===== src/periph_bus_pkg.sv =====
// APB bus widths, the data word and the two-view address word.
// Shared by every block on the peripheral bus.
package periph_bus_pkg;

    localparam int ApbAddrW = 32;
    localparam int ApbDataW = 32;

    typedef logic [ApbDataW-1:0] apb_data_t;

    // ------------------------------------------------------------
    // Address word, decoded per target block
    // ------------------------------------------------------------
    typedef union packed {
        // Timer region carries a timer index above the register index
        struct packed {
            logic [ApbAddrW-17:0] pad_hi;
            logic [3:0]           region;
            logic [5:0]           pad_mid;
            logic [1:0]           timer_idx;
            logic [1:0]           reg_idx;
            logic [1:0]           pad_lo;
        } timer_view;
        // Interrupt region has a flat register file
        struct packed {
            logic [ApbAddrW-17:0] pad_hi;
            logic [3:0]           region;
            logic [7:0]           pad_mid;
            logic [1:0]           reg_idx;
            logic [1:0]           pad_lo;
        } irq_view;
    } apb_addr_u;

endpackage


===== src/periph_map_pkg.sv =====
// Address map of the peripheral subsystem.
// Region codes, register indices and the error response word.
package periph_map_pkg;

    // Region codes, all others are unmapped
    localparam logic [3:0] RegionIrq   = 4'd0;
    localparam logic [3:0] RegionTimer = 4'd1;

    // Timers, one interrupt source each
    localparam int NumTimers = 2;

    // Timer registers
    localparam logic [1:0] TimerRegCtrl    = 2'd0;
    localparam logic [1:0] TimerRegCount   = 2'd1;
    localparam logic [1:0] TimerRegCompare = 2'd2;

    // Interrupt gate registers
    localparam logic [1:0] IrqRegPending = 2'd0;
    localparam logic [1:0] IrqRegEnable  = 2'd1;

    // Read data for any failed access
    localparam logic [31:0] ErrorData = 32'hdeadbeef;

    typedef enum logic [1:0] {
        TGT_NONE,
        TGT_TIMER,
        TGT_IRQ
    } tgt_e;

endpackage


===== src/apb_decode.sv =====
// Address decode for the APB completer.
// Picks the target block, register and timer and flags unmapped accesses.
module apb_decode
    import periph_bus_pkg::*;
    import periph_map_pkg::*;
(
    input  logic      clk_i,
    input  logic      rst_n_i,
    input  logic      psel_i,
    input  logic      penable_i,
    input  logic      pwrite_i,
    input  apb_addr_u paddr_i,
    output tgt_e      tgt_o,
    output logic [1:0] reg_idx_o,
    output logic      timer_idx_o,
    output logic      err_o,
    output logic      wr_o
);

    always_comb begin
        // Unmapped unless a region below claims the address
        tgt_o       = TGT_NONE;
        // Register index sits at the same bits in both views
        reg_idx_o   = paddr_i.irq_view.reg_idx;
        timer_idx_o = 1'b0;
        err_o       = 1'b1;

        case (paddr_i.timer_view.region)
            RegionTimer: begin
                tgt_o       = TGT_TIMER;
                timer_idx_o = paddr_i.timer_view.timer_idx[0];
                err_o       = (paddr_i.timer_view.timer_idx >= NumTimers) ||
                              (paddr_i.timer_view.reg_idx > TimerRegCompare);
            end
            RegionIrq: begin
                tgt_o = TGT_IRQ;
                err_o = paddr_i.irq_view.reg_idx > IrqRegEnable;
            end
            default: begin
                tgt_o = TGT_NONE;
            end
        endcase
    end

    // Registers update at the end of the access cycle
    assign wr_o = psel_i && penable_i && pwrite_i && !err_o;

    // ------------------------------------------------------------
    // Checks
    // ------------------------------------------------------------
    // An address that errors in setup never strobes a write in the access cycle
    err_no_write_a: assert property (
        @(posedge clk_i) disable iff (!rst_n_i)
        psel_i && !penable_i && err_o |=> !wr_o
    ) else $error("write strobe raised on an erroring access");

endmodule


===== src/timer_bank.sv =====
// Bank of compare timers with ctrl, count and compare registers.
// Each timer raises a sticky expired flag that feeds the interrupt gate.
module timer_bank
    import periph_bus_pkg::*;
    import periph_map_pkg::*;
(
    input  logic                 clk_i,
    input  logic                 rst_n_i,
    input  logic                 wr_i,
    input  logic [1:0]           reg_idx_i,
    input  logic                 timer_idx_i,
    input  apb_data_t            wdata_i,
    output apb_data_t            rdata_o,
    output logic [NumTimers-1:0] expired_o
);

    logic [NumTimers-1:0] en_q;
    logic [NumTimers-1:0] expired_q;
    apb_data_t            count_q   [NumTimers];
    apb_data_t            compare_q [NumTimers];

    logic [NumTimers-1:0] wr_sel;
    logic [NumTimers-1:0] hit;

    // Per timer write select and compare match
    always_comb begin
        for (int i = 0; i < NumTimers; i++) begin
            wr_sel[i] = wr_i && (timer_idx_i == i);
            // Also catches a compare moved below the running count
            hit[i]    = en_q[i] && (count_q[i] >= compare_q[i]);
        end
    end

    // ------------------------------------------------------------
    // Timer registers
    // ------------------------------------------------------------
    always_ff @(posedge clk_i) begin
        if (!rst_n_i) begin
            en_q      <= '0;
            expired_q <= '0;
            for (int i = 0; i < NumTimers; i++) begin
                count_q[i]   <= '0;
                compare_q[i] <= '0;
            end
        end else begin
            for (int i = 0; i < NumTimers; i++) begin
                if (wr_sel[i] && reg_idx_i == TimerRegCount) begin
                    count_q[i] <= wdata_i;
                end else if (hit[i]) begin
                    count_q[i] <= '0;
                end else if (en_q[i]) begin
                    count_q[i] <= count_q[i] + 1'b1;
                end

                if (wr_sel[i] && reg_idx_i == TimerRegCompare) begin
                    compare_q[i] <= wdata_i;
                end

                if (wr_sel[i] && reg_idx_i == TimerRegCtrl) begin
                    en_q[i] <= wdata_i[0];
                end

                // Set on match wins over a clear in the same cycle
                if (hit[i]) begin
                    expired_q[i] <= 1'b1;
                end else if (wr_sel[i] && reg_idx_i == TimerRegCtrl && wdata_i[1]) begin
                    expired_q[i] <= 1'b0;
                end
            end
        end
    end

    always_comb begin
        case (reg_idx_i)
            TimerRegCtrl: begin
                rdata_o = {{(ApbDataW-2){1'b0}}, expired_q[timer_idx_i], en_q[timer_idx_i]};
            end
            TimerRegCount:   rdata_o = count_q[timer_idx_i];
            TimerRegCompare: rdata_o = compare_q[timer_idx_i];
            default:         rdata_o = '0;
        endcase
    end

    assign expired_o = expired_q;

    // Settled running count stays within compare
    for (genvar g = 0; g < NumTimers; g++) begin : gen_chk
        count_bound_a: assert property (
            @(posedge clk_i) disable iff (!rst_n_i)
            en_q[g] && $past(en_q[g]) && !$past(wr_sel[g]) |-> count_q[g] <= compare_q[g]
        ) else $error("timer %0d count above compare", g);
    end

endmodule


===== src/irq_gate.sv =====
// Interrupt gate for the timer sources.
// Masks the raw lines with the enable register and drives one registered irq.
module irq_gate
    import periph_bus_pkg::*;
    import periph_map_pkg::*;
(
    input  logic                 clk_i,
    input  logic                 rst_n_i,
    input  logic                 wr_i,
    input  logic [1:0]           reg_idx_i,
    input  apb_data_t            wdata_i,
    input  logic [NumTimers-1:0] src_i,
    output apb_data_t            rdata_o,
    output logic                 irq_o
);

    logic [NumTimers-1:0] enable_q;
    logic                 irq_q;

    // ------------------------------------------------------------
    // Enable mask and combined interrupt
    // ------------------------------------------------------------
    always_ff @(posedge clk_i) begin
        if (!rst_n_i) begin
            enable_q <= '0;
            irq_q    <= 1'b0;
        end else begin
            if (wr_i && reg_idx_i == IrqRegEnable) begin
                enable_q <= wdata_i[NumTimers-1:0];
            end
            // One cycle behind the source level
            irq_q <= |(src_i & enable_q);
        end
    end

    // Pending shows raw levels, writes to it are dropped
    always_comb begin
        case (reg_idx_i)
            IrqRegPending: rdata_o = {{(ApbDataW-NumTimers){1'b0}}, src_i};
            IrqRegEnable:  rdata_o = {{(ApbDataW-NumTimers){1'b0}}, enable_q};
            default:       rdata_o = '0;
        endcase
    end

    assign irq_o = irq_q;

endmodule


===== src/apb_response.sv =====
// Access-phase response of the APB completer.
// Muxes read data by target and flags errors with pslverr.
module apb_response
    import periph_bus_pkg::*;
    import periph_map_pkg::*;
(
    input  logic      psel_i,
    input  logic      penable_i,
    input  tgt_e      tgt_i,
    input  logic      err_i,
    input  apb_data_t timer_rdata_i,
    input  apb_data_t irq_rdata_i,
    output apb_data_t prdata_o,
    output logic      pready_o,
    output logic      pslverr_o
);

    // Zero wait states, every access cycle completes
    assign pready_o  = psel_i && penable_i;
    assign pslverr_o = pready_o && err_i;

    always_comb begin
        if (err_i) begin
            prdata_o = ErrorData;
        end else begin
            case (tgt_i)
                TGT_TIMER: prdata_o = timer_rdata_i;
                TGT_IRQ:   prdata_o = irq_rdata_i;
                default:   prdata_o = ErrorData;
            endcase
        end
    end

    // ------------------------------------------------------------
    // Checks
    // ------------------------------------------------------------
    // Unmapped target always arrives with the error flag from decode
    always_comb begin
        tgt_err_a: assert (tgt_i != TGT_NONE || err_i)
            else $error("unmapped target without error flag");
    end

endmodule


===== src/periph_subsys.sv =====
// Top of the APB peripheral subsystem with two timers and an interrupt gate.
// Single APB completer with zero wait states and one interrupt output.
module periph_subsys
    import periph_bus_pkg::*;
    import periph_map_pkg::*;
(
    input  logic                clk_i,
    input  logic                rst_n_i,
    // APB completer
    input  logic                psel_i,
    input  logic                penable_i,
    input  logic                pwrite_i,
    input  logic [ApbAddrW-1:0] paddr_i,
    input  apb_data_t           pwdata_i,
    output apb_data_t           prdata_o,
    output logic                pready_o,
    output logic                pslverr_o,
    // Combined timer interrupt
    output logic                irq_o
);

    tgt_e                 tgt;
    logic [1:0]           reg_idx;
    logic                 timer_idx;
    logic                 err;
    logic                 wr;
    logic                 timer_wr;
    logic                 irq_wr;
    apb_data_t            timer_rdata;
    apb_data_t            irq_rdata;
    logic [NumTimers-1:0] expired;

    // ------------------------------------------------------------
    // Decode
    // ------------------------------------------------------------
    apb_decode u_decode (
        .clk_i       ( clk_i     ),
        .rst_n_i     ( rst_n_i   ),
        .psel_i      ( psel_i    ),
        .penable_i   ( penable_i ),
        .pwrite_i    ( pwrite_i  ),
        .paddr_i     ( paddr_i   ),
        .tgt_o       ( tgt       ),
        .reg_idx_o   ( reg_idx   ),
        .timer_idx_o ( timer_idx ),
        .err_o       ( err       ),
        .wr_o        ( wr        )
    );

    // Write strobe per target block
    assign timer_wr = wr && (tgt == TGT_TIMER);
    assign irq_wr   = wr && (tgt == TGT_IRQ);

    // ------------------------------------------------------------
    // Timers and interrupt gate
    // ------------------------------------------------------------
    timer_bank u_timer (
        .clk_i       ( clk_i       ),
        .rst_n_i     ( rst_n_i     ),
        .wr_i        ( timer_wr    ),
        .reg_idx_i   ( reg_idx     ),
        .timer_idx_i ( timer_idx   ),
        .wdata_i     ( pwdata_i    ),
        .rdata_o     ( timer_rdata ),
        .expired_o   ( expired     )
    );

    irq_gate u_irq (
        .clk_i     ( clk_i     ),
        .rst_n_i   ( rst_n_i   ),
        .wr_i      ( irq_wr    ),
        .reg_idx_i ( reg_idx   ),
        .wdata_i   ( pwdata_i  ),
        .src_i     ( expired   ),
        .rdata_o   ( irq_rdata ),
        .irq_o     ( irq_o     )
    );

    // Response
    apb_response u_resp (
        .psel_i        ( psel_i      ),
        .penable_i     ( penable_i   ),
        .tgt_i         ( tgt         ),
        .err_i         ( err         ),
        .timer_rdata_i ( timer_rdata ),
        .irq_rdata_i   ( irq_rdata   ),
        .prdata_o      ( prdata_o    ),
        .pready_o      ( pready_o    ),
        .pslverr_o     ( pslverr_o   )
    );

endmodule


===== config.mk =====
export PLATFORM = sky130hd
export DESIGN_NAME = periph_subsys
export DESIGN_NICKNAME = d
export VERILOG_FILES = /design/src/periph_bus_pkg.sv /design/src/periph_map_pkg.sv /design/src/apb_decode.sv /design/src/timer_bank.sv /design/src/irq_gate.sv /design/src/apb_response.sv /design/src/periph_subsys.sv
export SDC_FILE = /design/constraint.sdc
export NUM_CORES = 1
export LEC_CHECK = 0
export BUFFER_PORTS_ARGS = -buffer_cell sky130_fd_sc_hd__clkbuf_2
export CAP_MARGIN = 20
export CORE_MARGIN = 2
export CORE_UTILIZATION = 45
export CTS_CLUSTER_SIZE = 40
export DETAILED_ROUTE_END_ITERATION = 12
export GPL_ROUTABILITY_DRIVEN = 0
export HOLD_SLACK_MARGIN = 0.15
export MAX_ROUTING_LAYER = met4
export PLACE_DENSITY = 0.65
export SETUP_SLACK_MARGIN = 0.1
export SLEW_MARGIN = 20
export SYNTH_ARGS = -nofsm -noshare
export SYNTH_HDL_FRONTEND = slang
export SYNTH_SLANG_ARGS = --single-unit

===== constraint.sdc =====
create_clock -name clk_i -period 7.5 [get_ports clk_i]
set_clock_uncertainty 0.15 [all_clocks]
set_input_delay 1.125 -clock clk_i [delete_from_list [all_inputs] [get_ports clk_i]]
set_output_delay 1.125 -clock clk_i [all_outputs]
set_load 0.005 [all_outputs]

==> metrics list, run 1 <==
- Number of vias in the routed layout: 7834
- Arrival time worst endpoint: 4.30 ns
* Power share of the clock group: 0.479
* Pin count of the biggest net entering global routing: 40
- Of the total power, the share spent switching nets is 0.238.
* Wire length of the first global-routing pass: 43100 um
- After synthesis, the netlist uses 55 different library cells.
* Max Root-Sink Buffers: 2
- At the pin with the least slew margin, the transition time is 1.02 ns.
- GRT Residual Overflow: 0
- Of all nets on the critical path, the largest fanout is 12.
* Buffers inserted during post-CTS setup optimization: 0
- Cell area after synthesis: 0.00922 mm2
- For this run, design rule violations remaining after detail routing come to 0.
- # port buffers: 79
- Final worst path period share: 0.743
- Outcome: finished, final reports clean
- H-tree levels: 4
* Asr flop ratio synth: 0
- Number of cells produced by synthesis: 1010
* Part of the power in combinational logic: 0.085
- Setup violations remaining at the end of the flow were counted as 0.
- Final net count: 1213
* DRT antenna net count: 0
* Flip-flop and latch area: 0.00398 mm2
* Internal power: 0.00154 W
- CTS tree: yes
* Diode count: 0
- Critical path start-end classification: in -> out
- Cell type with the largest total area after synthesis: edfxtp_1
* Total CTS buffers: 17
- Number of fill cells in the layout: 1896
- In the final layout, the share of cells above drive strength 1 is 0.128.
- Post-synth EDFFs: 128
- For this run, the register share of the synthesized area comes to 0.432.
- In the synthesized netlist the dominant register cell turns out to be edfxtp_1.
- Power density relative to cell area: 192 mW/mm2
- During synthesis, Yosys emitted a total of 0 warnings.
- Post-Syn Nets: 1148
- TritonCTS Sinks: 135
* Area enclosed by the die boundary: 0.0216 mm2
* Vias in the first global route: 7607
* Die outline height: 147 um
- Hold repair after CTS inserted 0 buffers.
- Clk_lat worst skew: 0.42 ns
- Most frequent cells after synthesis: 179 x nand2_1, 128 x edfxtp_1, 89 x a21oi_1
- The final-report max-slew violation count was 0.
- By instance count, the leading cell after synthesis is nand2_1.
- Once routing completed, OpenROAD measured the worst setup slack at 1.93 ns.
* Final routed wire length divided by cell count: 19.9 um
* Total net switching power: 0.000482 W
- Worst-path clk slew: 0.06 ns
* Total Routing Usage GR: 0.267
- Once detailed placement completed, the half-perimeter wirelength came to 18400 um.
- The worst path needs 5.57 ns of the cycle, external delays included.
* Horizontal die dimension: 147 um
* Max Clock Freq: 0.180 GHz
- STA puts the critical path data required time at 6.22 ns.
- Of the total power, registers draw 0.437.
* Summed negative setup slack over all endpoints: 0 ns
- The root buffer cell chosen for the clock tree is clkbuf_16.
- Area of the core region: 0.0202 mm2
* Vias per cell: 5.77
- After synthesis, the cell types taking the most area are edfxtp_1 42%, ha_1 9.4%, nand2_1 7.3%, a21oi_1 4.8%, xor2_1 4.2%.
- Fraction of synthesized cell area taken by the top area cell type: 0.417
- Setup repair after global routing missed its margin: no
- 104 I/O pins were placed.
- Max-Cap Viols: 0
- Antenna violations before repair: 0
- IR analysis of the VDD net gives a maximum drop of 0.140 mV.
* Iter 0 DRT Violations: 756
- Summed over all layers, the routed wires come to 27100 um.
- From synthesis to final layout, the design area changed by 14.4%.
- For this run, the detailed router's first-pass iteration total came to 5.
* Startpoint type of the worst setup path: input port
- The initial utilization of the core area, before any placement, comes to 0.457.
* Slew headroom: 0.316
- Yosys reg bits: 135
- A synthesized cell averages 9.13 um2.
- DP Worst Slack: 2.04 ns
- STA classifies the critical path endpoint as an output pin.
* Count of standard-cell rows: 52
- The number of gates resized after CTS was 0.
* Leak pwr: 4.06 nW
- The min-delay analysis places its worst path in the category reg -> reg.
- Total area of multi-input combinational cells: 0.00476 mm2
* Final hold vios: 0
-- power by group through the flow --
stage,Clock [W],Sequential (W),Combinational (W)
final,0.000969,0.000884,0.000172
after global placement,0,0.000897,0.000167
after detailed placement,0,0.000898,0.000169
after CTS,0.000975,0.000882,0.000171
after floorplan,0,0.000889,0.000106
after global routing,0.00101,0.000887,0.000192
-- state kept, by name, summed over array words and instances, names as in the netlist --
| signal | count |
|---|---|
| u_irq.irq_o | 1 |
| u_timer.count_q | 64 |
| u_irq.enable_q | 2 |
| u_timer.expired_o | 2 |
| u_timer.compare_q | 64 |
| u_timer.en_q | 2 |
-- logic make-up (layout without fill, tap and decap cells) --
kind of cell	after synthesis	in the layout	share of synthesized area
adder cells (fa/ha/maj)	69	69	0.0937
AO/OA/AOI/OAI	231	231	0.139
multiplexers	30	30	0.0326
buffers and inverters	122	200	0.0546
XOR/XNOR	60	60	0.0570
flip-flops	135	135	0.432
AND/OR/NAND/NOR	363	363	0.191
-- layer usage --
layer	GRT usage	routed length, um	vias up
li1	-	-	3737
met1	0.370	12200	3750
met2	0.409	12400	311
met3	0.0351	1950	36
met4	0.0885	612	0
met5	-	0	-
-- metrics by stage --
stage | instance area, um2 | total power, W | utilization | std cells | hold slack, ns
after floorplan | 9220 | 0.000995 | - | 1010 | 0.332
after global placement | 9860 | 0.00106 | 0.489 | 1326 | 0.368
after detailed placement | 9860 | 0.00107 | 0.489 | 1326 | 0.372
after CTS | 10500 | 0.00203 | 0.523 | 1358 | 0.387
after global routing | 10500 | 0.00209 | 0.523 | 1358 | 0.434
final | 10500 | 0.00202 | 0.523 | 1358 | 0.386
-- cells in the final DEF (no fill, tap or decap), types with 3 or more instances in the layout --
cell type,count
a211oi_1,3
a21o_1,4
a21oi_1,88
a31oi_1,3
and2_1,36
and3_1,17
and4_1,8
buf_4,13
bufinv_16,6
clkbuf_16,17
clkbuf_2,79
clkinv_4,4
clkinvlp_4,3
dfxtp_1,7
edfxtp_1,128
ha_1,69
inv_1,76
mux2i_1,30
nand2_1,179
nand2b_1,4
nand3_1,37
nand4_1,20
nor2_1,29
nor2b_1,8
nor3_1,9
o211ai_1,4
o21ai_0,56
o21ai_1,30
o22ai_1,25
xnor2_1,16
xor2_1,44
-- worst max-delay path, cell delays in order --
cell	delay [ns]
clkbuf_2	0.11
nor4b_4	0.80
inv_1	0.16
ha_1	0.28
a21oi_1	0.15
nand2_1	0.10
nor2_1	0.37
nand3_1	0.64
nor2_1	0.38
clkbuf_2	0.17
-- layout make-up --
cell class	instances	share of cell area
multi-input cells	753	0.452
flip-flops and latches	135	0.378
repair buffers	92	0.0468
clock buffers	17	0.0404
well taps	270	0.0320
inverters	76	0.0271
clock inverters	15	0.0239
-- final timing paths --
kind | start | endpoint | slack [ns] | cells after the start
max | paddr_i[13] | prdata_o[20] | 1.93 | 10
min | u_timer.expired_o[0] | u_timer.expired_o[0] | 0.39 | 2
max reg2reg | u_timer.count_q[0][15] | u_timer.count_q[0][2] | 4.15 | 7
min reg2reg | u_timer.expired_o[0] | u_timer.expired_o[0] | 0.39 | 2
Power figures use the tool's default switching activity.
==> run 2: changes to the inputs <==
- ABC_AREA: default -> 1
- clock period: 7.5 -> 5.35 ns (I/O delays scaled with it)
==> run 2 against run 1 <==
Effect of this change:
- routed wire length up 21%
- sequential share of layout area down 3.2 points
- sequential power up 40%
- clock power up 25%
- utilization down 1.2 points
- synthesized cell count up 39%
- critical path depth up 2
- register-to-register slack worse by 1.8 ns
- count of clock-buffer cells in the layout unchanged
- critical endpoint is now prdata_o[14]
- largest cell class unchanged
- largest power group is now registers
==> metrics list, run 2 <==
- Final critical path time including I/O delays and setup: 4.30 ns
- The wire-length estimate of the detail-placed layout is 24500 um.
* # port buffers: 79
- For this design the static power due to leakage is 5.43 nW.
* Most frequent cells after synthesis: 388 x nand2_1, 208 x inv_1, 128 x edfxtp_1
- For this run, the number of Yosys warnings is 0.
- In the global route stage, overall resource usage came out at 0.285.
- The share of the Yosys chip area taken by registers is 0.386.
- Finish-stage setup viols: 0
- Drt drc: 0
- Critical path start-end classification: in -> out
* Pin count of the biggest net entering global routing: 88
- Overall Power: 0.00273 W
- For the worst flop-to-flop path, the logic depth is 8.
- Final worst path period share: 0.803
- Slew headroom: 0.393
- Among all cell types in the netlist, the one instantiated most often is nand2_1.
* Asr flop ratio synth: 0
- 0 antenna diodes ended up in the layout.
* Number of vias in the routed layout: 9869
- Clk_lat worst skew: 0.43 ns
- Total net switching power: 0.000745 W
- The library cell used most frequently in the layout, excluding fill and tap cells, is nand2_1.
- Iter 0 DRT Violations: 1060
- Cell type with the largest total area after synthesis: edfxtp_1
- The share of total power dissipated in sequential elements is 0.454.
* Root buffer selected by CTS: clkbuf_16
- Die outline height: 155 um
* Worst-path clk slew: 0.06 ns
* Most used DFF post-synth: edfxtp_1
- Final routed wirelength across all metal layers: 32800 um
- Post-CTS Resized: 0
* Area enclosed by the die boundary: 0.0242 mm2
* WHS Path Cells: 2
- The run finished with clean final reports.
- Max Fanout on Critical Path: 25
- Hold crit path type: reg -> reg
- The number of hold buffers added after CTS was 0.
- Arrival time worst endpoint: 3.34 ns
* Cell area after synthesis: 0.0103 mm2
* Power share of the clock group: 0.443
- At the pin with the least slew margin, the transition time is 0.910 ns.
* Max Root-Sink Buffers: 2
- In the final timing run, aggregate negative setup slack is 0 ns.
- Ranking of synthesized cells by area: edfxtp_1 37%, nand2_1 14%, ha_1 8.4%, inv_1 7.6%, nor2_1 4.6%
- CTS saw 135 sinks.
* Switching Fraction: 0.273
* Setup repair after global routing missed its margin: no
- STA classifies the critical path startpoint as an input port.
- Most frequent cells in the layout: 387 x nand2_1, 208 x inv_1, 128 x edfxtp_1
- The initial antenna violation count came to 0.
- Final net count: 1603
- The share of total power dissipated in combinational logic is 0.103.
* Wire length of the first global-routing pass: 50700 um
- The average instance in the mapped netlist occupies 7.33 um2.
* Count of standard-cell rows: 55
- Counting the fill cells in the layout gives 2198.
- The floorplan step set the die width to 155 um.
- Synthesis handed over a netlist of 1408 instances.
* Unique cell type count in the Yosys netlist: 37
- Starting density of the core: 0.457
* DR pass1 iterations: 6
- For this design the top-level I/O count stands at 104.
- After floorplanning, the core was sized to cover 0.0226 mm2.
* Final Slew Violations: 0
- The synthesized design contains 128 enable-type register cells.
* Share of layout cells above drive strength 1: 0.0981
* CTS tree: yes
- The number of setup buffers added after CTS is 0.
- Power density relative to cell area: 237 mW/mm2
- At the worst endpoint, the required time is 4.40 ns.
* Synth-to-layout area growth: 11.6%
- Internal power comes to 0.00198 W.
- Of the post-synthesis cell area, the dominant cell type holds 0.372.
* Post-layout worst setup margin: 1.05 ns
- In this run the number of H-tree levels came out at 4.
- The via count of the first global-routing pass came to 9035.
* Vias per cell: 5.60
- Across the VDD grid, the largest voltage drop is 0.233 mV.
- The tool flagged a number of max-cap violations equal to 0.
- Counting every net in the synthesized netlist gives 1546.
- The hold violation total from the final report is 0.
- Max Clock Freq: 0.233 GHz
- Yosys reg bits: 135
- Biggest registers after layout: u_timer.compare_q: 64 flops, u_timer.count_q: 64 flops
* GRT Residual Overflow: 0
- DRT antenna net count: 0
- The worst setup path is captured at an output pin.
- Total CTS buffers: 17
* Final routed wire length divided by cell count: 18.6 um
- DP Worst Slack: 1.16 ns
run 2: changes by cell type after synthesis, sizes merged, moves of 10 or more:
cell	change
and2	-36
and3	-16
buf	+14
inv	+136
mux2i	-30
nand2	+211
nand3	+53
nand4	+30
nor2	+103
nor3	+31
o21ai	-13
o22ai	-26
xnor2	-10
run 2: cell type report:
class                           count  area [um2]  area share
Clock buffer                       17         425      0.0369
Timing Repair Buffer               91         485      0.0422
Multi-Input combinational cell   1008        5300       0.461
Inverter                          212         796      0.0691
Clock inverter                     15         166      0.0144
Tap cell                          285         357      0.0310
Sequential cell                   135        3980       0.346
run 2: logic make-up (layout without fill, tap and decap cells):
group | count (synthesis) | in the layout | share of synthesized area
AOI/OAI and AO/OA | 179 | 179 | 0.0904
xor gates and xnor gates | 49 | 49 | 0.0416
adders and majority gates | 69 | 69 | 0.0836
buffers and inverters | 265 | 335 | 0.102
DFF | 135 | 135 | 0.386
and+or+nand+nor | 711 | 711 | 0.297
run 2: power groups by stage:
stage / Combinational [W] / Clock [W] / Sequential (W)
after floorplan: 0.000175 / 0 / 0.00124
after global placement: 0.000271 / 0 / 0.00126
after detailed placement: 0.000275 / 0 / 0.00126
after CTS: 0.000277 / 0.00121 / 0.00124
after global routing: 0.000314 / 0.00126 / 0.00124
final: 0.000280 / 0.00121 / 0.00124
run 2: stage by stage:
| stage | instances | hold slack, ns | utilization | area (um2) |
|---|---|---|---|---|
| global placement | 1731 | 0.328 | 0.484 | 10900 |
| floorplan | 1408 | 0.303 | - | 10300 |
| CTS | 1763 | 0.348 | 0.510 | 11500 |
| detailed placement | 1731 | 0.340 | 0.484 | 10900 |
| global route | 1763 | 0.372 | 0.510 | 11500 |
| finish | 1763 | 0.354 | 0.510 | 11500 |
run 2: worst paths after layout:
| check | from | to | slack [ns] |
|---|---|---|---|
| worst max-delay path | paddr_i[12] | prdata_o[14] | 1.05 |
| worst min-delay path | u_timer.expired_o[1] | u_timer.expired_o[1] | 0.35 |
| worst max register to register | u_timer.count_q[0][28] | u_timer.count_q[0][17] | 2.34 |
| worst min register to register | u_timer.expired_o[1] | u_timer.expired_o[1] | 0.35 |
run 2: worst max-delay path, cell delays in order:
cell      delay [ns]
clkbuf_2        0.09
inv_1           0.04
nor2_1          0.16
nand2_1         0.16
inv_2           0.12
ha_1            0.15
buf_4           0.31
inv_1           0.21
nor3_1          0.40
nand2_1         0.36
a21oi_1         0.36
clkbuf_2        0.18
run 2: layer usage:
metal	routed length (um)	track usage	part of all wire	up-vias
met1	14100	0.393	0.43	4531
met5	0	-	0	-
met2	14400	0.416	0.44	504
met3	3250	0.0554	0.099	74
met4	1050	0.105	0.032	0
li1	-	-	-	4760
==> run 3: changes to the inputs <==
- clock period: 5.35 -> 4.4 ns (I/O delays scaled with it)
==> run 3 against run 2 <==
Effect of this change:
- die area unchanged
- first-iteration DRC count fell by 5.8%
- highest routed layer unchanged
- critical endpoint unchanged
- critical path depth decreased by 2
- sequential cell count unchanged
- via count rose by 0.60%
- register-to-register slack got worse by 0.86 ns
- largest cell class unchanged
- routed wire length increased by 2.1%
- worst setup slack got worse by 0.28 ns
==> metrics list, run 3 (synthesized netlist as in run 2, its figures left out) <==
- The routed layout has 9928 vias.
- CTS built an H-tree with a depth of 4.
* TritonCTS Sinks: 135
* Die outline height: 155 um
- Half-perimeter wire length of the detailed placement result: 25000 um
- Antenna violations before repair: 0
- 0 antenna diodes ended up in the layout.
- The final-report max-slew violation count was 0.
- Buffers inserted during post-CTS setup optimization: 0
- Dividing total power by cell area gives a power density of 289 mW/mm2.
* Hold crit path type: reg -> reg
- No sink is reached through more buffers than the 2 on the longest clock path.
* Top-Level Pins: 104
- Based on the critical path, the design can be clocked at up to 0.276 GHz.
- DR pass1 iterations: 5
- Outcome: finished, final reports clean
- Overall Power: 0.00335 W
* Area of the core region: 0.0226 mm2
- Setup violations remaining at the end of the flow were counted as 0.
- Leaving out fill and tap cells, the most frequent cell in the layout is nand2_1.
* Total Routing Usage GR: 0.290
- Layout Cell Area excl Fill: 0.0116 mm2
- Of all nets on the critical path, the largest fanout is 6.
- Pin count of the biggest net entering global routing: 61
- Final routed wire length divided by cell count: 19.0 um
- After detailed routing, the total wire length is 33500 um.
- CTS tree: yes
- After routing, the total negative slack on setup checks comes to 0 ns.
- Counting the buffers created by CTS gives 17.
- The floorplan step set the die width to 155 um.
- The worst path in the final design needs a cycle of 3.62 ns, including I/O delays and setup.
- Row generation in the floorplan step produced 55 rows.
* Delay of the slowest cell on the worst path: 0.38 ns
- # port buffers: 79
- Setup repair after global routing missed its margin: no
- Worst-path clk slew: 0.06 ns
- In the routed layout, each cell is associated on average with a via count of 5.62.
* Max stage delay cell, worst path: nor3_1
* Area enclosed by the die boundary: 0.0242 mm2
- For the pin with the worst max-slew slack, the measured transition is 0.857 ns.
- Root buffer selected by CTS: clkbuf_16
- After the last flow step, the layout net total stands at 1607.
- Synth-to-layout area growth: 12.3%
- Summed over all cells, the static leakage comes to 5.46 nW.
- Startpoint type of the worst setup path: input port
- For this block, the initial DRC count from the detailed router was 998.
* WP data required: 3.59 ns
* Starting density of the core: 0.457
- The first global-routing pass estimated 51300 um of wire.
- STA classifies the critical path endpoint as an output pin.
- The critical path goes through clkbuf_2, nor2_2, nand2_1, ha_1, inv_1, nand3_1, nor3_1, nand2_1, a21oi_1, clkbuf_2.
- After detailed routing, the number of remaining DRC violations is 0.
- The filler cells instantiated in the layout total 2243.
* Critical path start-end classification: in -> out
- Biggest registers after layout: u_timer.compare_q: 64 flops, u_timer.count_q: 64 flops
* Max-Cap Viols: 0
- The number of cells on the worst reg-to-reg path is 11.
* Final worst path period share: 0.823
* WHS Path Cells: 2
* Post-CTS Resized: 0
- The number of hold buffers added after CTS was 0.
* Most frequent cells in the layout: 388 x nand2_1, 208 x inv_1, 128 x edfxtp_1
- Once detail routing completed, the nets flagged for antenna violations numbered 0.
- Clk_lat worst skew: 0.43 ns
* GRT Residual Overflow: 0
* Slew headroom: 0.427
* Max VDD drop: 0.266 mV
- Final hold vios: 0
- After detailed placement, the total cell area comes to 0.0110 mm2.
* Share of layout cells above drive strength 1: 0.0999
- The via count of the first global-routing pass was 9192.
- Arrival time worst endpoint: 2.81 ns
## run 3: changes by cell type in the layout (fill, tap and decap cells not counted), sizes merged
| cell | before | now |
|---|---|---|
| inv | 219 | 214 |
| buf | 12 | 16 |
| clkinvlp | 2 | 5 |
| bufinv | 2 | 3 |
| clkinv | 4 | 5 |
## run 3: layout make-up
class	instances	area [um2]	share of cell area
sequential	135	3980	0.344
tap	285	357	0.0308
clock inverter	15	178	0.0153
inverter	212	796	0.0686
clock buffer	17	425	0.0367
multi-input combinational	1008	5300	0.457
timing repair buffer	95	553	0.0477
## run 3: final timing paths
path                                from                     end  slack [ns]
setup / recovery             paddr_i[15]            prdata_o[14]        0.78
hold / removal      u_timer.expired_o[1]    u_timer.expired_o[1]        0.35
setup reg to reg  u_timer.count_q[1][25]  u_timer.count_q[1][31]        1.48
hold reg to reg     u_timer.expired_o[1]    u_timer.expired_o[1]        0.35
## run 3: critical path, delay by kind of cell
family | cells | cell delay (ns)
and+or+nand+nor | 5 | 1.21
AOI/OAI and AO/OA | 1 | 0.35
buffers and inverters | 3 | 0.37
adders and majority gates | 1 | 0.22
## run 3: where the power goes
group	internal [W]	switching, W	total, W	leakage (nW)
clock	0.000892	0.000598	0.00149	0.282
combinational	0.000109	0.000239	0.000348	3.85
sequential	0.00145	0.0000526	0.00151	1.32
## run 3: per-layer routing
layer / GRT usage / vias to the layer above / wire length [um]
li1: - / 4764 / -
met1: 0.381 / 4608 / 14300
met2: 0.437 / 480 / 15100
met3: 0.0635 / 76 / 2990
met4: 0.112 / 0 / 1170
met5: - / - / 0
## run 3: per-stage QoR
step	worst slack, ns	util	hold slack [ns]	std cells
after floorplan	1.39	-	0.303	1408
after global placement	0.867	0.487	0.332	1735
after detailed placement	0.833	0.487	0.340	1735
after CTS	0.821	0.514	0.351	1767
after global routing	0.622	0.514	0.394	1767
final	0.778	0.514	0.352	1767
